===== src/rtl/sram_pkg.sv =====
package sram_pkg;

  // AXI4-Lite bus fields, 32-bit data only
  typedef logic [31:0] axil_addr_t;  // Byte address
  typedef logic [31:0] axil_data_t;  // Data word
  typedef logic [3:0]  axil_strb_t;  // One strobe per byte lane
  typedef logic [1:0]  axil_resp_t;  // B and R response code

  // Response codes
  localparam axil_resp_t resp_okay   = 2'b00;
  localparam axil_resp_t resp_slverr = 2'b10;

endpackage

===== src/rtl/sram_axil_rsp.sv =====
`timescale 1ns/1ns

module sram_axil_rsp (
  input  logic                 clk_i,
  input  logic                 reset_i,
  input  logic                 rsp_start_i,
  input  logic                 rsp_is_write_i,
  input  logic                 rsp_err_i,
  input  sram_pkg::axil_data_t ram_rdata_i,
  output logic                 bvalid_o,
  output sram_pkg::axil_resp_t bresp_o,
  input  logic                 bready_i,
  output logic                 rvalid_o,
  output sram_pkg::axil_data_t rdata_o,
  output sram_pkg::axil_resp_t rresp_o,
  input  logic                 rready_i,
  output logic                 rsp_busy_o
);
  import sram_pkg::*;

  typedef enum logic [1:0] {
    rd_idle,
    rd_read_wait,  // RAM data arrives this cycle
    rd_hold
  } rd_state_e;

  rd_state_e  rd_state_q;
  logic       bvalid_q;
  logic       rd_err_q;
  axil_resp_t bresp_q;
  axil_resp_t rresp_q;
  axil_data_t rdata_q;
  axil_data_t rdata_now;

  always_ff @(posedge clk_i) begin
    if (reset_i) begin
      bvalid_q   <= 1'b0;
      rd_state_q <= rd_idle;
    end else begin
      if (rsp_start_i && rsp_is_write_i) begin
        bvalid_q <= 1'b1;
      end else if (bready_i) begin
        bvalid_q <= 1'b0;
      end
      case (rd_state_q)
        rd_idle: if (rsp_start_i && !rsp_is_write_i) rd_state_q <= rd_read_wait;
        rd_read_wait: rd_state_q <= rready_i ? rd_idle : rd_hold;
        rd_hold: if (rready_i) rd_state_q <= rd_idle;
        default: rd_state_q <= rd_idle;
      endcase
    end
  end

  // Error reads return zero
  assign rdata_now = rd_err_q ? '0 : ram_rdata_i;

  always_ff @(posedge clk_i) begin
    if (rsp_start_i) begin
      rd_err_q <= rsp_err_i;
      if (rsp_is_write_i) begin
        bresp_q <= rsp_err_i ? resp_slverr : resp_okay;
      end else begin
        rresp_q <= rsp_err_i ? resp_slverr : resp_okay;
      end
    end
    if (rd_state_q == rd_read_wait) begin
      rdata_q <= rdata_now;
    end
  end

  assign bvalid_o   = bvalid_q;
  assign bresp_o    = bresp_q;
  assign rvalid_o   = (rd_state_q != rd_idle);
  assign rdata_o    = (rd_state_q == rd_read_wait) ? rdata_now : rdata_q;
  assign rresp_o    = rresp_q;
  assign rsp_busy_o = bvalid_q | (rd_state_q != rd_idle);

  a_b_hold: assert property (@(posedge clk_i) disable iff (reset_i)
    bvalid_o && !bready_i |=> bvalid_o && $stable(bresp_o))
    else $error("B response dropped before BREADY");

  a_r_hold: assert property (@(posedge clk_i) disable iff (reset_i)
    rvalid_o && !rready_i |=> rvalid_o && $stable(rdata_o) && $stable(rresp_o))
    else $error("R response dropped before RREADY");

endmodule


===== config.mk =====
export PLATFORM = sky130hd
export DESIGN_NAME = sram_axil_rsp
export DESIGN_NICKNAME = d
export VERILOG_FILES = /design/src/rtl/sram_pkg.sv /design/src/rtl/sram_axil_rsp.sv
export SDC_FILE = /design/constraint.sdc
export NUM_CORES = 1
export LEC_CHECK = 0
export ABC_AREA = 1
export BUFFER_PORTS_ARGS = -buffer_cell sky130_fd_sc_hd__buf_2
export CAP_MARGIN = 0
export CORE_MARGIN = 2
export CORE_UTILIZATION = 45
export DETAILED_ROUTE_END_ITERATION = 7
export HOLD_SLACK_MARGIN = 0.06
export PLACE_DENSITY = 0.79
export SYNTH_ARGS = -nofsm -noshare
export SYNTH_HDL_FRONTEND = slang
export SYNTH_SLANG_ARGS = --single-unit

===== constraint.sdc =====
create_clock -name clk_i -period 1.05 [get_ports clk_i]
set_input_delay 0.105 -clock clk_i [delete_from_list [all_inputs] [get_ports clk_i]]
set_output_delay 0.105 -clock clk_i [all_outputs]
set_load 0.03 [all_outputs]

* Word level (Yosys, flattened, before mapping)
Cells that the tools add are included.
** Operators by class
- Reductions and logical operators :: 9
- Equal/unequal tests :: 4
- Bitwise operators :: 2
- Muxes and demuxes :: 9
** Operator list (count)
- 32-bit 2-to-1 mux :: 2
- 2-bit 2-to-1 mux :: 4
- 2-bit case mux with 3 select lines :: 1
- 2-bit AND reduction :: 3
- 2-bit != test, second input constant :: 2
- 2-bit nonzero test :: 2
- 2-bit by 1-bit equality test with 1-bit output, second input constant :: 1
- 2-bit equality test, second input constant :: 1
- 1-bit logical AND :: 2
- 2-bit zero test :: 1
- 1-bit 2-to-1 mux :: 2
- 1-bit zero test :: 1
- 1-bit inverter :: 1
- 1-bit bitwise OR :: 1
** Storage, ports and cells
- Flip-flop bits (word level) :: 40
- Logic and storage cells :: 30

* Depth between registers and ports, before layout
- Word-level depth :: 4
- Gate-level depth with buffers :: 5
- Depth with buffers taken out :: 4

* Least setup slack after synthesis
No wires, ideal clock.
- Path type :: reg-to-output
- Start point :: register rd_state_q[0]
- End point :: output rsp_busy_o
- Buffers on the path :: 0
- Stages on the path, launching flop included :: 4
- Arrival :: 1.040 ns
- Setup slack :: -0.095 ns
- Path through :: dfxtp_1 > inv_2 > nand2_1 > or2_2
** Between the ends
- Longest elaborated chain between the ends :: 2
** Ends and longest elaborated chain
- start, declared :: line sram_axil_rsp.sv:27 : rd_state_e rd_state_q;
- start signal, assigned :: line sram_axil_rsp.sv:38 : rd_state_q <= rd_idle;
- start signal, assigned :: line sram_axil_rsp.sv:46 : rd_idle: if (rsp_start_i && !rsp_is_write_i) rd_state_q <= rd_read_wait;
- start signal, assigned :: line sram_axil_rsp.sv:47 : rd_read_wait: rd_state_q <= rready_i ? rd_idle : rd_hold;
- 2-bit nonzero test
- via rvalid_o :: line sram_axil_rsp.sv:13 : output logic rvalid_o,
- 1-bit bitwise OR :: line sram_axil_rsp.sv:76 : assign rsp_busy_o = bvalid_q | (rd_state_q != rd_idle);
- end, declared :: line sram_axil_rsp.sv:17 : output logic rsp_busy_o
The timed path passes the listed nets, and every way through them passes these cells.

* Worst setup path in the final report
- Start point :: register rd_state_q[1]
- End point :: output rdata_o[31]
** Between the ends
- Longest elaborated chain between the ends :: 2
** Ends and longest elaborated chain
- 2-bit by 1-bit equality test with 1-bit output :: line sram_axil_rsp.sv:74 : assign rdata_o = (rd_state_q == rd_read_wait) ? rdata_now : rdata_q;
- 32-bit 2-to-1 mux
- end, declared :: line sram_axil_rsp.sv:14 : output sram_pkg::axil_data_t rdata_o,
Every way passes these cells.

==> results.json <==
{
  "intPower_uw": 2820,
  "synth_warnings": 0,
  "rsz0062_at_grt": "true",
  "combPwrFrac": 0.432,
  "status": "finished, violations left",
  "core_mm2": 0.00334,
  "final.setup.worst_slack_ns": -0.420,
  "gp_congestion": 0.746,
  "cp-start-kind": "flop",
  "seq_area_um2": 800,
  "start_util": 0.469,
  "pwr-share-clk": 0.160,
  "setup_violations": 40,
  "ys_seq_elements": 38,
  "fin_util": 0.781,
  "yosysSeqAreaShare": 0.505,
  "clockRootBuffer": "clkbuf_4",
  "peakVddDrop_mv": 0.926,
  "worstPathMaxFanout": 9,
  "rows": 21,
  "layout-drive-gt1-share": 0.450,
  "violations": "negative setup slack",
  "drv_slew": 0,
  "min_period_ns": 1.47,
  "syn-cell-area_mm2": 0.00157,
  "grt_max_degree": 24,
  "crit_arrival_ns": 1.37,
  "die_w_um": 63,
  "area_growth_pct": 66.3,
  "drc": 0,
  "switchingPower_uw": 1550,
  "ant_nets": 0,
  "yosysTopAreaCell": "dfxtp_1",
  "dpl_worst_slack_ns": -0.131,
  "fmaxAchievable_ghz": 0.680,
  "numClockSinks": 38,
  "clkTransAtPathRegs_ns": 0.11,
  "grt_use_total": 0.210,
  "die_h_um": 63,
  "drt-wirelength-per-cell_um": 10.7,
  "grt_pass1_wl_um": 6560,
  "final_common_cell": "nand2_1",
  "diodes": 0,
  "final_cell_mix": "66 x nand2_1, 41 x buf_6, 40 x buf_2, 37 x inv_1, 34 x nand2_2",
  "multi_input_area_um2": 668,
  "dieArea_mm2": 0.00397,
  "leakage_uw": 0.00145,
  "io_pins": 78,
  "num-nets-final": 371,
  "synth_area_per_cell_um2": 6.78,
  "hp-class": "in -> reg",
  "power_density_mw_per_mm2": 1680,
  "dr.pass1.iters": 4,
  "syn_inst": 231,
  "ys_types": 14,
  "dp_hpwl_um": 2480,
  "cts_buffers": 5,
  "required_ns": 0.94,
  "swShare": 0.355,
  "viasPerCell": 4.26,
  "period_share": 1.40,
  "vias": 1615,
  "hold_violations": 0,
  "finalPower_uw": 4370,
  "fillers": 256,
  "cap_violations": 0,
  "port_buffers": 75,
  "htreeDepth": 2,
  "cts_tree": "yes",
  "antenna_found_initial": 0,
  "grt_pass1_vias": 1543,
  "clock_latency_ns": 0.34,
  "seqPwrFrac": 0.408,
  "worstSetupPathType": "reg -> out",
  "drt_wl_total_um": 4050,
  "drt-initial-drc-count": 51,
  "fin_skew_ns": 0.0147,
  "netlist.area_leader.share": 0.447,
  "overflow": 0,
  "cts_buffer_depth": 2,
  "end_kind": "output pin",
  "synthTopCellsByArea": "dfxtp_1 45%, nand2_1 24%, inv_1 8.9%"
}
state kept, by name, summed over array words and instances, names as in the netlist:
name	cells
bresp_o	1
rd_err_q	1
rd_state_q	2
rresp_o	1
bvalid_o	1
rdata_q	32
metrics by stage:
| step | instances | instance area [µm²] | TNS, ns | hold WS [ns] |
|---|---|---|---|---|
| after floorplan | 232 | 1650 | -0.0144 | 0.174 |
| after global placement | 361 | 2160 | -2.66 | 0.294 |
| after detailed placement | 361 | 2160 | -3.04 | 0.303 |
| after CTS | 375 | 2510 | -13.03 | 0.0746 |
| after global routing | 379 | 2610 | -16.89 | 0.0720 |
| final | 379 | 2610 | -13.04 | 0.0913 |
cell usage after synthesis (all sizes together):
cell    number
nand2      102
inv         39
nor2        37
dfxtp       35
buf         11
edfxtp       3
a21oi        1
conb         1
nand3b       1
or2          1
worst max-delay path, stage by stage, from the launching register on:
cell and delay, ns:
dfxtp_4 0.40, inv_4 0.05, nand2_4 0.10, buf_4 0.17
nand2_1 0.07, nand2_1 0.10, buf_6 0.14
path summary, 6_finish.rpt:
check                                     from           to  slack, ns  cells past startpoint
worst max register to register   rd_state_q[1]  rdata_q[27]      -0.03                      6
worst min register to register      rdata_q[6]   rdata_q[6]       0.47                      2
worst min-delay path            ram_rdata_i[6]   rdata_q[6]       0.09                      5
worst max-delay path             rd_state_q[1]  rdata_o[31]      -0.42                      6
timing repair:
action / 4_1_cts / 5_1_grt
endpoints found under the setup margin: 42 / 45
hold buffers: 6 / 0
cloned: 0 / 2
buffers inserted: 0 / 2
pin swaps: 9 / 0
gates resized for setup: 78 / 15
endpoints found under the hold margin: 7 / 0
cell families (layout without fill, tap and decap cells):
| group | count (synthesis) | after routing | share of synthesized area |
|---|---|---|---|
| AOI/OAI and AO/OA | 1 | 1 | 0.00319 |
| buffers and inverters | 50 | 151 | 0.141 |
| DFF | 38 | 38 | 0.505 |
| other | 1 | 2 | 0.00239 |
| and+or+nand+nor | 141 | 141 | 0.348 |
power by group through the flow:
stage	Combinational [µW]	Sequential, µW	Clock [µW]
after global routing	2010	1800	794
after floorplan	977	1810	0
after global placement	1450	1800	0
after CTS	1850	1780	713
final	1890	1780	700
after detailed placement	1470	1810	0
metal layers:
| metal | share of wire | global-route usage | vias up |
|---|---|---|---|
| met5 | 0 | 0 | - |
| met4 | 0.0072 | 0.0583 | 0 |
| met3 | 0.051 | 0.0703 | 4 |
| met2 | 0.53 | 0.380 | 50 |
| met1 | 0.41 | 0.230 | 704 |
| li1 | - | - | 857 |
cell type report:
cell class                 instances  area share
timing repair buffer             104       0.338
multi-input combinational        144       0.256
clock buffer                       8      0.0187
sequential                        38       0.307
tap                               46      0.0221
inverter                          39      0.0581
(Power assumes the default switching activity.)
