==> src/rtl/sram_pkg.sv <==
package sram_pkg;

  // AXI4-Lite bus fields, 32-bit data only
  typedef logic [31:0] axil_addr_t;  // Byte address
  typedef logic [31:0] axil_data_t;  // Data word
  typedef logic [3:0]  axil_strb_t;  // One strobe per byte lane
  typedef logic [1:0]  axil_resp_t;  // B and R response code

  // Response codes
  localparam axil_resp_t resp_okay   = 2'b00;
  localparam axil_resp_t resp_slverr = 2'b10;

endpackage
==> src/rtl/sram_axil_req.sv <==
`timescale 1ns/1ns

module sram_axil_req #(
  parameter  int depth_words = 1024,
  localparam int aw          = $clog2(depth_words)
) (
  input  logic                 clk_i,
  input  logic                 reset_i,
  input  sram_pkg::axil_addr_t awaddr_i,
  input  logic                 awvalid_i,
  output logic                 awready_o,
  input  sram_pkg::axil_data_t wdata_i,
  input  sram_pkg::axil_strb_t wstrb_i,
  input  logic                 wvalid_i,
  output logic                 wready_o,
  input  sram_pkg::axil_addr_t araddr_i,
  input  logic                 arvalid_i,
  output logic                 arready_o,
  input  logic                 rsp_busy_i,
  output logic                 ram_req_o,
  output logic                 ram_write_o,
  output logic [aw-1:0]        ram_addr_o,
  output sram_pkg::axil_data_t ram_wdata_o,
  output sram_pkg::axil_data_t ram_wmask_o,
  output logic                 rsp_start_o,
  output logic                 rsp_is_write_o,
  output logic                 rsp_err_o
);
  import sram_pkg::*;

  typedef enum logic [1:0] {
    st_idle,
    st_issue,
    st_wait_rsp
  } state_e;

  state_e     state_q;
  logic       aw_full_q;     // AW captured
  logic       w_full_q;      // W captured
  logic       ar_full_q;     // AR captured
  logic       op_write_q;    // Kind of the issued transaction
  logic       prio_write_q;  // Write wins the next conflict
  axil_addr_t awaddr_q;
  axil_addr_t araddr_q;
  axil_data_t wdata_q;
  axil_strb_t wstrb_q;

  logic       aw_hs;
  logic       w_hs;
  logic       ar_hs;
  logic       wr_pend;
  logic       rd_pend;
  logic       pick_write;
  axil_addr_t sel_addr;
  logic       sel_err;

  // Held low in reset
  assign awready_o = ~reset_i & (state_q == st_idle) & ~aw_full_q & ~rsp_busy_i;
  assign wready_o  = ~reset_i & (state_q == st_idle) & ~w_full_q & ~rsp_busy_i;
  assign arready_o = ~reset_i & (state_q == st_idle) & ~ar_full_q & ~rsp_busy_i;

  assign aw_hs = awvalid_i & awready_o;
  assign w_hs  = wvalid_i & wready_o;
  assign ar_hs = arvalid_i & arready_o;

  // Pending work including handshakes in this cycle
  assign wr_pend    = (aw_full_q | aw_hs) & (w_full_q | w_hs);
  assign rd_pend    = ar_full_q | ar_hs;
  assign pick_write = wr_pend & (~rd_pend | prio_write_q);

  always_ff @(posedge clk_i) begin
    if (reset_i) begin
      state_q      <= st_idle;
      aw_full_q    <= 1'b0;
      w_full_q     <= 1'b0;
      ar_full_q    <= 1'b0;
      op_write_q   <= 1'b0;
      prio_write_q <= 1'b1;  // Writes first after reset
    end else begin
      case (state_q)
        st_idle: begin
          if (aw_hs) aw_full_q <= 1'b1;
          if (w_hs)  w_full_q  <= 1'b1;
          if (ar_hs) ar_full_q <= 1'b1;
          if (wr_pend | rd_pend) begin
            op_write_q <= pick_write;
            if (wr_pend & rd_pend) begin
              prio_write_q <= ~pick_write;  // Other kind wins next time
            end
            state_q <= st_issue;
          end
        end
        st_issue: begin
          if (op_write_q) begin
            aw_full_q <= 1'b0;
            w_full_q  <= 1'b0;
          end else begin
            ar_full_q <= 1'b0;
          end
          state_q <= st_wait_rsp;
        end
        st_wait_rsp: begin
          if (!rsp_busy_i) state_q <= st_idle;  // Response has been taken
        end
        default: state_q <= st_idle;
      endcase
    end
  end

  always_ff @(posedge clk_i) begin
    if (aw_hs) awaddr_q <= awaddr_i;
    if (ar_hs) araddr_q <= araddr_i;
    if (w_hs) begin
      wdata_q <= wdata_i;
      wstrb_q <= wstrb_i;
    end
  end

  assign sel_addr = op_write_q ? awaddr_q : araddr_q;
  assign sel_err  = (sel_addr >= axil_addr_t'(depth_words * 4));

  assign ram_req_o      = (state_q == st_issue) & ~sel_err;  // No RAM access on error
  assign ram_write_o    = op_write_q;
  assign ram_addr_o     = sel_addr[aw+1:2];                  // Byte to word address
  assign ram_wdata_o    = wdata_q;
  assign rsp_start_o    = (state_q == st_issue);
  assign rsp_is_write_o = op_write_q;
  assign rsp_err_o      = sel_err;

  for (genvar i = 0; i < $bits(axil_strb_t); i++) begin : g_mask
    assign ram_wmask_o[8*i +: 8] = {8{wstrb_q[i]}};  // Strobe to byte mask
  end

  a_req_not_busy: assert property (@(posedge clk_i) disable iff (reset_i)
    $rose(ram_req_o) |-> !rsp_busy_i)
    else $error("RAM request issued while a response is outstanding");

endmodule

==> config.mk <==
export PLATFORM = sky130hd
export DESIGN_NAME = sram_axil_req
export DESIGN_NICKNAME = d
export VERILOG_FILES = /design/src/rtl/sram_pkg.sv /design/src/rtl/sram_axil_req.sv
export SDC_FILE = /design/constraint.sdc
export NUM_CORES = 1
export LEC_CHECK = 0
export BUFFER_PORTS_ARGS = -buffer_cell sky130_fd_sc_hd__buf_4
export CAP_MARGIN = 25
export CORE_MARGIN = 4
export CORE_UTILIZATION = 30
export CTS_CLUSTER_SIZE = 28
export DETAILED_ROUTE_END_ITERATION = 10
export PLACE_DENSITY_LB_ADDON = 0.05
export SLEW_MARGIN = 20
export SYNTH_ARGS = -nofsm -noshare
export SYNTH_HDL_FRONTEND = slang
export SYNTH_SLANG_ARGS = --single-unit
export TNS_END_PERCENT = 30
==> constraint.sdc <==
create_clock -name clk_i -period 2.8 [get_ports clk_i]
set_clock_uncertainty 0.2 [all_clocks]
set_input_delay 0.84 -clock clk_i [delete_from_list [all_inputs] [get_ports clk_i]]
set_output_delay 0.84 -clock clk_i [all_outputs]
set_load 0.01 [all_outputs]
; After elaboration in Yosys (flattened, before gate mapping)
; Index checks and enable logic that the tools add are counted.
[totals]
reg_bits = 107
output_inout_bits = 82
elab_cells = 67
[classes]
magnitude_cmp = 1
n_eq_ne = 9
muxes = 12
n_bitwise = 27
n_reduce_logical = 8
[ops]
columns = cell, n
row1 = $ge 32x13->1 const B, 1
row2 = $mux 32, 1
row3 = $and 1x1->1, 14
row4 = $reduce_and 3->1, 4
row5 = $ne 2x2->1 const B, 5
row6 = $not 1->1, 8
row7 = $pmux 1 s2, 3
row8 = $pmux 2 s3, 1
row9 = $mux 1, 5
row10 = $or 1x1->1, 5
row11 = $mux 2, 2
row12 = $ne 2x1->1 const B, 2
row13 = $reduce_and 2->1, 2
row14 = $eq 2x1->1 const B, 1
row15 = $eq 2x2->1 const B, 1
row16 = $logic_not 2->1, 1
row17 = $reduce_bool 2->1, 1

; Logic depth before layout (Yosys ltp)
; Gate-level depths: netlist of the first run.
[depth]
ltp_word = 10
depth_mapped = 5
ltp_nobuf = 5

; Worst setup path before layout of the first run
; Ideal clock, no wire load.
[synth_path]
path_kind = input port to flip-flop
start = input reset_i
end = register wdata_q[0], in the netlist ram_wdata_o[0] (enable)
arrival_ns = 2.653
slack_ns = -0.450
cell_stages = 4
n_path_buf = 1
cell_sequence = buf_6 or4_1 nor2_1 and2_1
[synth_between]
elab_chain_cells = 5
[synth_rtl]
columns = item, line_no
row1 = from (decl), sram_axil_req.sv:8  ; input logic reset_i,
row2 = $not 1->1, sram_axil_req.sv:59  ; assign wready_o = ~reset_i & (state_q == st_idle) & ~w_full_q & ~rsp_busy_i;
row3 = $and 1x1->1 (3 in series), sram_axil_req.sv:59
row4 = net wready_o, sram_axil_req.sv:15  ; output logic wready_o,
row5 = $and 1x1->1, sram_axil_req.sv:63  ; assign w_hs = wvalid_i & wready_o;
row6 = to (signal assigned), sram_axil_req.sv:114  ; wdata_q <= wdata_i;
row7 = to (decl), sram_axil_req.sv:45  ; axil_data_t wdata_q;
; The timed path passes the listed nets, and every way through them passes these cells.
; A chain may end at the register's enable or synchronous reset.

; Final worst setup path of the first run
[layout_path]
start = register awaddr_q[29]
end = output ram_req_o
[layout_between]
elab_chain_cells = 4
[layout_rtl]
columns = item, line_no
row1 = from (decl), sram_axil_req.sv:43  ; axil_addr_t awaddr_q;
row2 = from (signal assigned), sram_axil_req.sv:111  ; if (aw_hs) awaddr_q <= awaddr_i;
row3 = $mux 32, sram_axil_req.sv:119  ; assign sel_addr = op_write_q ? awaddr_q : araddr_q;
row4 = $ge 32x13->1, sram_axil_req.sv:120  ; assign sel_err = (sel_addr >= axil_addr_t'(depth_words * 4));
row5 = $not 1->1, sram_axil_req.sv:122  ; assign ram_req_o = (state_q == st_issue) & ~sel_err;
row6 = $and 1x1->1, sram_axil_req.sv:122
row7 = to (decl), sram_axil_req.sv:20  ; output logic ram_req_o,
; No other way between the ends.

==> results.ini, run 1 <==
[final_layout]
syn_to_final_growth_pct = 48.5
final_common_cell = buf_4
multi_input_area_sq_um = 488
n_fill_cell = 1071
nets = 472
final_cell_mix = 189 x buf_4, 96 x edfxtp_1, 10 x mux2_2
seqCellArea_sq_um = 3020
drive_above_1_share_pct = 63.3
n_antenna_cell = 0

[sta]
max_freq_ghz = 0.343
finalCritPeriodShare_pct = 104
fin_ws_ns = -0.112
slew_violations = 0
hold_viol_final = 0
timing.slew.headroom_pct = 76.3
finalSetupTns_ns = -0.165
setup_viol = 2
fin_crit_ns = 2.91
rsz0062_at_grt = yes
tightestPinTransition_ns = 0.353
fin_hold_ws_ns = 0.286

[pwr]
leakagePower_nw = 2.16
ir_drop_uv = 458
power_mw = 3.24
power_density_nw_per_um2 = 589

[synthesis]
synth-seq-cells = 103
ys.flop_type = edfxtp_1
synth.net_count = 300
synthTopCellsByArea = edfxtp_1 78%, buf_4 5.9%, dfxtp_1 3.8%, mux2_2 3.0%, nor4_1 1.5%
synth.top_cell.area_share_pct = 77.9
synth_edf_count = 96
synth_area_sq_um = 3700
ys.warnings.count = 0
synth_top_area_cell = edfxtp_1
synth.distinct_cells = 34
syn_inst = 194
syn_area_per_cell_sq_um = 19.1
async_reset_ff_share_pct = 0
yosysSeqAreaShare_pct = 81.7

[clocking]
clkSlewWorstSetupHoldPaths_ns = 0.07
clkLatencyLatePin_ns = 0.34
cts-resized-gates = 6
cts_tree = yes
clockBufferDepth = 2
ctsRootBufferMaster = clkbuf_16
cts_hold_buf = 0
htreeDepth = 3
cts_setup_buffers = 0
cts_sinks = 103
numCtsBuffers = 9

[worst_setup_path]
criticalPathCategory = flip-flop to output port
path_cells = nor4_4 > nand4_1 > nor4_2 > buf_4 > o221a_1 > buf_6
arrival_ns = 1.87
critPathCaptureType = output port
startpoint = awaddr_q[29]$_DFFE_PP_
cpPeakStageDelay_ns = 0.41
crit_required_ns = 1.76
reg2reg_from = state_q[1]$_SDFFE_PP0P_
crit_buf_inv = 2
cp_max_fo = 2
crit_slowest_cell = edfxtp_1
critical_path.top_delay_family = simple AND/OR/NAND/NOR gates
start_kind = flip-flop

[drt]
routed_wirelength_um = 8250
wl_per_cell_um = 15.3
ant_nets = 0
viasPerCell = 4.10
vias = 2208
dr.pass1.iters = 4
route.detailed.drc = 0
first_iter_violations = 119

[global_routing]
grt.overflow.total = 0
antenna_found_initial = 0
grt_max_degree = 32
grt_pass1_wl_um = 12600
groute.usage.overall_pct = 11.8
grt_pass1_vias = 2288

[die]
die_h_um = 119
coreArea_sq_um = 12100
die_area_sq_um = 14200
start_util_pct = 30.7
die_w_um = 119
ios = 188
row_count = 40

[hold_path]
hold_start = prio_write_q$_SDFFE_PP1P_
hp-class = flip-flop to flip-flop

[placement]
io_buffer_count = 183
gp_congestion = 0.742
hpwlAfterDp_um = 6130

[status]
failed_checks = negative setup slack
status = finished, violations left

[job]
maxCapViolations = 0

## Yosys cell counts, types with 2 or more instances
master    instances
edfxtp_1         96
a21oi_1           3
and2_1            3
dfxtp_1           7
nand4_1           2
mux2_2           10
inv_1             3
buf_4            29
nor2_1            6
nor3_1            2
nand2b_1          2
nor4_1            9
## power by group
group          internal [mW]  switching [mW]  total (mW)
Clock                  0.604           0.546        1.15
Sequential              1.75          0.0261        1.78
Combinational          0.183           0.125       0.309
## kinds of logic after synthesis
| family | Yosys count | synth area share (%) |
|---|---|---|
| flops | 103 | 81.7 |
| buf+inv | 35 | 6.73 |
| mux | 11 | 3.31 |
| simple gates | 33 | 5.78 |
| compound gates | 12 | 2.50 |
## worst register-to-register path, cell delays in order, from the launching register on
cell and delay [ns]:
dfxtp_1 0.36, or4_4 0.59, nor2_2 0.13, buf_4 0.12, and2_4 0.15, buf_4 0.19
## flip-flops by register name, indices dropped and copies added (netlist names)
signal and cells:
w_full_q 1, ram_wdata_o 32, state_q 2, ram_write_o 1, araddr_q 30, ar_full_q 1, aw_full_q 1, prio_write_q 1
wstrb_q 4, awaddr_q 30
## path summary, 6_finish.rpt
kind	to	slack [ns]	cells past startpoint
setup reg to reg	ram_wdata_o[5]$_DFFE_PN_	0.77	5
setup / recovery	ram_req_o	-0.11	6
hold reg to reg	ram_write_o$_SDFFE_PP0P_	0.29	2
hold / removal	ram_write_o$_SDFFE_PP0P_	0.29	2
## metal layers
metal | wire length (um) | vias to the layer above | GRT usage, %
li1 | - | 1064 | -
met1 | 3280 | 1000 | 13.9
met2 | 3670 | 136 | 17.6
met3 | 1180 | 8 | 7.08
met4 | 116 | 0 | 4.56
met5 | 0 | - | 0
## area by class of cell
type / instances / share of cell area [%]
inverters: 3 / 0.205
repair buffers: 193 / 27.1
clock inverters: 7 / 0.865
clock buffers: 9 / 4.10
flip-flops and latches: 103 / 55.0
multi-input cells: 56 / 8.88
well taps: 168 / 3.82
## metrics by stage
stage          util, %  area [sq um]  setup slack, ns  std cells
3_5_place_dp      42.8          5160          -0.0582        523
3_3_place_gp      42.8          5160          -0.0501        523
4_1_cts           45.3          5470           -0.195        539
6_report          45.6          5500           -0.112        539
5_1_grt           45.6          5500           -0.299        539
2_1_floorplan        -          3700           -0.279        194
Power figures use the tool's default switching activity.
==> inputs of run 2 (changes only) <==
==> constraint.sdc (replaced) <==
create_clock -name clk_i -period 3.7 [get_ports clk_i]
set_clock_uncertainty 0.2 [all_clocks]
set_input_delay 1.11 -clock clk_i [delete_from_list [all_inputs] [get_ports clk_i]]
set_output_delay 1.11 -clock clk_i [all_outputs]
set_load 0.01 [all_outputs]
==> run 2 against run 1 <==
- the run now ends clean
- clock-buffer cell count grew 2
- combinational power shrank 28%
- routed wire length shrank 2.7%
- sequential power shrank 25%
- non-clock buffer count shrank 6
- power shrank 27%
- first-iteration DRC count grew 3.4%
- die area is the same
- via count shrank 0.18%
- final cell count shrank 1.5%
- core utilization shrank 1.3 points
- critical path type is now input pin to output port
- highest routed layer unchanged
==> results.ini, run 2 (same netlist as run 1, synthesis figures left out) <==
[clocking]
cts_tree = yes
cts_hold_buf = 0  ; unchanged
htreeDepth = 3  ; unchanged
cts_setup_buffers = 0  ; unchanged
ctsRootBufferMaster = clkbuf_16
cts-resized-gates = 0  ; -6
numCtsBuffers = 9  ; unchanged
clkLatencyLatePin_ns = 0.34  ; about the same
clockBufferDepth = 2  ; unchanged
clkSlewWorstSetupHoldPaths_ns = 0.06  ; about the same
cts_sinks = 103  ; unchanged

[global_routing]
antenna_found_initial = 0  ; unchanged
grt.overflow.total = 0  ; unchanged
groute.usage.overall_pct = 11.4  ; -0.44 points
grt_pass1_wl_um = 12200  ; -3.3%
grt_max_degree = 37  ; +16%
grt_pass1_vias = 2241  ; -2.1%

[die]
die_area_sq_um = 14200  ; unchanged
start_util_pct = 30.7  ; unchanged
row_count = 40  ; unchanged
coreArea_sq_um = 12100  ; unchanged
die_w_um = 119  ; unchanged
die_h_um = 119  ; unchanged
ios = 188  ; unchanged

[drt]
dr.pass1.iters = 4  ; unchanged
route.detailed.drc = 0  ; unchanged
vias = 2204  ; -0.18%
routed_wirelength_um = 8030  ; -2.7%
wl_per_cell_um = 15.1  ; -1.2%
ant_nets = 0  ; unchanged
viasPerCell = 4.15  ; +1.3%
first_iter_violations = 123  ; +3.4%

[sta]
tightestPinTransition_ns = 0.476  ; +0.123 ns
max_freq_ghz = 0.287
finalCritPeriodShare_pct = 94.2
rsz0062_at_grt = no
hold_viol_final = 0  ; unchanged
slew_violations = 0  ; unchanged
timing.slew.headroom_pct = 68.0  ; -8.3 points
fin_hold_ws_ns = 0.298  ; +0.0121 ns
finalSetupTns_ns = 0  ; +0.165 ns
setup_viol = 0  ; -2
fin_crit_ns = 3.49

[worst_setup_path]
cp_max_fo = 9  ; +7
path_cells = buf_4 > or4_1 > nor2_1 > buf_4
crit_slowest_cell = or4_1
arrival_ns = 2.18  ; +0.31 ns
start_kind = input pin
cpPeakStageDelay_ns = 0.54  ; +0.13 ns
crit_required_ns = 2.39  ; +0.63 ns
criticalPathCategory = input pin to output port
critPathMostFrequentCell = buf_4
critPathCaptureType = output port

[job]
maxCapViolations = 0  ; unchanged

[pwr]
power_density_nw_per_um2 = 446  ; -24%
power_mw = 2.38  ; -27%
leakagePower_nw = 2.10  ; -2.7%
ir_drop_uv = 349  ; -24%

[final_layout]
n_antenna_cell = 0  ; unchanged
final_cell_mix = 186 x buf_4, 96 x edfxtp_1, 10 x mux2_2
final_common_cell = buf_4
stdcell_count = 531  ; -1.5%
largest_reg_flops = 32  ; unchanged
nets = 466  ; -1.3%
drive_above_1_share_pct = 58.4  ; -4.9 points
syn_to_final_growth_pct = 44.2

[placement]
gp_congestion = 0.678  ; -8.7%
placed_cells = 517  ; -1.1%
io_buffer_count = 183  ; unchanged
hpwlAfterDp_um = 5970  ; -2.6%

[hold_path]
hp-class = flip-flop to flip-flop

[status]
status = finished clean

run 2: cell types whose count changed in the layout (fill, tap and decap cells not counted), sizes merged:
cell | before | now
clkinv | 4 | 3
buf | 193 | 187
inv | 5 | 3
clkinvlp | 1 | 0
clkbuf | 9 | 11
run 2: path summary, 6_finish.rpt:
| path | startpoint | to | slack (ns) | cells past startpoint |
|---|---|---|---|---|
| min reg2reg | prio_write_q$_SDFFE_PP1P_ | ram_write_o$_SDFFE_PP0P_ | 0.30 | 2 |
| max | reset_i | wready_o | 0.21 | 4 |
| min | prio_write_q$_SDFFE_PP1P_ | ram_write_o$_SDFFE_PP0P_ | 0.30 | 2 |
| max reg2reg | state_q[1]$_SDFFE_PP0P_ | awaddr_q[6]$_DFFE_PP_ | 1.50 | 4 |
run 2: stage by stage:
stage / worst slack, ns / utilization [%] / instance area [sq um]
final: 0.214 / 44.2 / 5340
after global routing: 0.0140 / 44.2 / 5340
after CTS: 0.161 / 44.2 / 5340
after detailed placement: 0.210 / 42.2 / 5090
after global placement: 0.228 / 42.2 / 5090
after floorplan: 0.180 / - / 3700
run 2: layout make-up:
| cell class | count | area [sq um] |
|---|---|---|
| fill | 1079 | 6730 |
| sequential | 103 | 3020 |
| timing repair buffer | 187 | 1420 |
| multi-input combinational | 56 | 429 |
| clock buffer | 11 | 233 |
| tap | 168 | 210 |
| clock inverter | 3 | 12.5 |
| inverter | 3 | 11.3 |
run 2: critical path, delay by kind of cell:
kind	cells	cell delay, ns
buf+inv	2	0.32
simple gates	2	0.74
run 2: metal layers:
layer | wire (um) | GRT usage (%)
met3 | 1140 | 7.69
met2 | 3600 | 16.8
met1 | 3190 | 13.0
met5 | 0 | 0
met4 | 105 | 4.13
run 2: where the power goes:
group	total [mW]	switching, mW	internal (mW)
Combinational	0.221	0.0914	0.130
Clock	0.813	0.370	0.443
Sequential	1.34	0.0178	1.33
==> inputs of run 3 (changes only) <==
--- a/config.mk
+++ b/config.mk
@@ -8,10 +8,10 @@
 export BUFFER_PORTS_ARGS = -buffer_cell sky130_fd_sc_hd__buf_4
 export CAP_MARGIN = 25
 export CORE_MARGIN = 4
-export CORE_UTILIZATION = 30
+export CORE_UTILIZATION = 41
 export CTS_CLUSTER_SIZE = 28
 export DETAILED_ROUTE_END_ITERATION = 10
-export PLACE_DENSITY_LB_ADDON = 0.05
+export PLACE_DENSITY = 0.77
 export SLEW_MARGIN = 20
 export SYNTH_ARGS = -nofsm -noshare
 export SYNTH_HDL_FRONTEND = slang
==> constraint.sdc (replaced) <==
create_clock -name clk_i -period 3.1 [get_ports clk_i]
set_clock_uncertainty 0.2 [all_clocks]
set_input_delay 0.93 -clock clk_i [delete_from_list [all_inputs] [get_ports clk_i]]
set_output_delay 0.93 -clock clk_i [all_outputs]
set_load 0.01 [all_outputs]
==> run 3 against run 2 <==
- final cell count down 11%
- non-clock buffer count up 2
- worst setup slack worse by 0.19 ns
- hold slack better by 0.0066 ns
- core utilization up 16 points
- flip-flop and latch count unchanged
- clock power up 5.0%
- final area down 0.70%
- sequential share of layout area up 0.40 points
- combinational power up 23%
==> results.ini, run 3 (same netlist as run 1, synthesis figures left out) <==
[drt]
dr.pass1.iters = 4  ; unchanged
vias = 2223  ; +0.86%
wl_per_cell_um = 16.1  ; +6.1%
viasPerCell = 4.68  ; +13%
routed_wirelength_um = 7620  ; -5.1%
first_iter_violations = 42  ; -66%
ant_nets = 0  ; unchanged
route.detailed.drc = 0  ; unchanged

[pwr]
power_density_nw_per_um2 = 515  ; +16%
leakagePower_nw = 2.10  ; about the same
power_mw = 2.73  ; +15%
ir_drop_uv = 324  ; -7.2%

[sta]
timing.slew.headroom_pct = 74.5  ; +6.5 points
slew_violations = 0  ; unchanged
rsz0062_at_grt = yes
setup_viol = 0  ; unchanged
tightestPinTransition_ns = 0.380  ; -0.0965 ns
fin_ws_ns = 0.0260  ; -0.188 ns
hold_viol_final = 0  ; unchanged
finalCritPeriodShare_pct = 99.2
max_freq_ghz = 0.325
fin_crit_ns = 3.07

[die]
row_count = 34  ; -15%
ios = 188  ; unchanged
die_h_um = 103  ; -13%
die_w_um = 103  ; -13%
start_util_pct = 42.2  ; +12 points
die_area_sq_um = 10600  ; -25%
coreArea_sq_um = 8760  ; -27%

[worst_setup_path]
cp_max_fo = 3  ; -6
critPathCaptureType = output port
rrSetupSlack_ns = 0.98  ; -0.52 ns
start_kind = input pin
crit_required_ns = 1.97  ; -0.42 ns
r2r_end = awaddr_q[7]$_DFFE_PP_
reg2regPathDepth = 4  ; unchanged
reg2reg_from = state_q[1]$_SDFFE_PP0P_
criticalPathCategory = input pin to output port
arrival_ns = 1.94  ; -0.24 ns

[placement]
io_buffer_count = 183  ; unchanged
dp_slack_ns = 0.0618  ; -0.149 ns
gp_congestion = 0.694  ; +2.4%
hpwlAfterDp_um = 5850  ; -2.0%

[clocking]
cts_tree = yes
clkLatencyLatePin_ns = 0.35  ; about the same
cts_sinks = 103  ; unchanged
ctsRootBufferMaster = clkbuf_8
numCtsBuffers = 9  ; unchanged
htreeDepth = 3  ; unchanged
cts_hold_buf = 0  ; unchanged
clockBufferDepth = 2  ; unchanged
clkSlewWorstSetupHoldPaths_ns = 0.09  ; +0.03 ns

[global_routing]
globalRouteMet2Util_pct = 24.8  ; +8.0 points
use_met1_pct = 14.8  ; +1.8 points
grt_pass1_vias = 2194  ; -2.1%
groute.usage.overall_pct = 13.8  ; +2.4 points
grt.overflow.total = 0  ; unchanged
grt_max_degree = 37  ; unchanged
grt_use_met3_pct = 6.16  ; -1.5 points
grt_pass1_wl_um = 10800  ; -12%
busiest_layer = met2
antenna_found_initial = 0  ; unchanged

[final_layout]
nets = 468  ; +0.43%
final_common_cell = buf_4
n_antenna_cell = 0  ; unchanged
drive_above_1_share_pct = 61.3  ; +2.9 points
syn_to_final_growth_pct = 43.1
largest_reg_flops = 32  ; unchanged
final_cell_mix = 186 x buf_4, 96 x edfxtp_1, 10 x mux2_2

[hold_path]
hp-class = flip-flop to flip-flop
hold_start = prio_write_q$_SDFFE_PP1P_
hold_end = prio_write_q$_SDFFE_PP1P_
hold_depth = 2  ; unchanged

[status]
status = finished clean

[job]
maxCapViolations = 0  ; unchanged

-- run 3: cell count changes in the layout (fill, tap and decap cells not counted), sizes merged --
cell      change
buf           +2
bufinv        +1
clkbuf        +1
clkinv        -2
clkinvlp      +1
inv           +1
-- run 3: metal layers --
metal	vias to the layer above	share of wire [%]
met5	-	0
met4	0	0.68
met3	5	14
met2	141	51
met1	1026	34
li1	1051	-
-- run 3: cell type report --
type / instances / area (sq um)
fill: 639 / 3470
sequential: 103 / 3020
timing repair buffer: 189 / 1460
multi-input combinational: 56 / 464
clock buffer: 12 / 156
tap: 108 / 135
clock inverter: 4 / 51.3
inverter: 3 / 11.3
-- run 3: worst max path at each step --
stage                           start                     end  slack, ns  cells after the start
2_1_floorplan                 reset_i  awaddr_q[10]$_DFFE_PP_      -0.08                      4
3_3_place_gp                  reset_i               arready_o       0.06                      4
3_5_place_dp                  reset_i               arready_o       0.06                      4
4_1_cts        awaddr_q[25]$_DFFE_PP_               ram_req_o      -0.01                      6
5_1_grt        awaddr_q[23]$_DFFE_PP_               ram_req_o      -0.07                      6
6_report                      reset_i               awready_o       0.03                      4
-- run 3: critical path: stages --
cell and delay [ns]:
buf_4 0.11, or4_1 0.55, nor2_1 0.20, buf_4 0.16
-- run 3: repair_timing --
item                       in CTS  in global routing
pin swaps                       0                  1
gates resized for setup         2                  4
setup buffers                   0                  0
setup endpoints to repair       2                  3
gates cloned                    0                  0
-- run 3: power by group --
part           internal (mW)  switching, mW  total, mW
registers               1.58         0.0234       1.60
clock network          0.425          0.429      0.854
logic                  0.160          0.111      0.271
-- run 3: metrics by stage --
step | utilization (%) | setup TNS (ns) | area (sq um) | instances | hold slack [ns]
2_1_floorplan | - | -4.34 | 3700 | 194 | 0.266
3_5_place_dp | 57.7 | 0 | 5060 | 459 | 0.289
6_report | 60.5 | 0 | 5300 | 475 | 0.305
4_1_cts | 60.2 | -0.0111 | 5280 | 475 | 0.306
3_3_place_gp | 57.7 | 0 | 5060 | 459 | 0.280
5_1_grt | 60.5 | -0.0787 | 5300 | 475 | 0.361
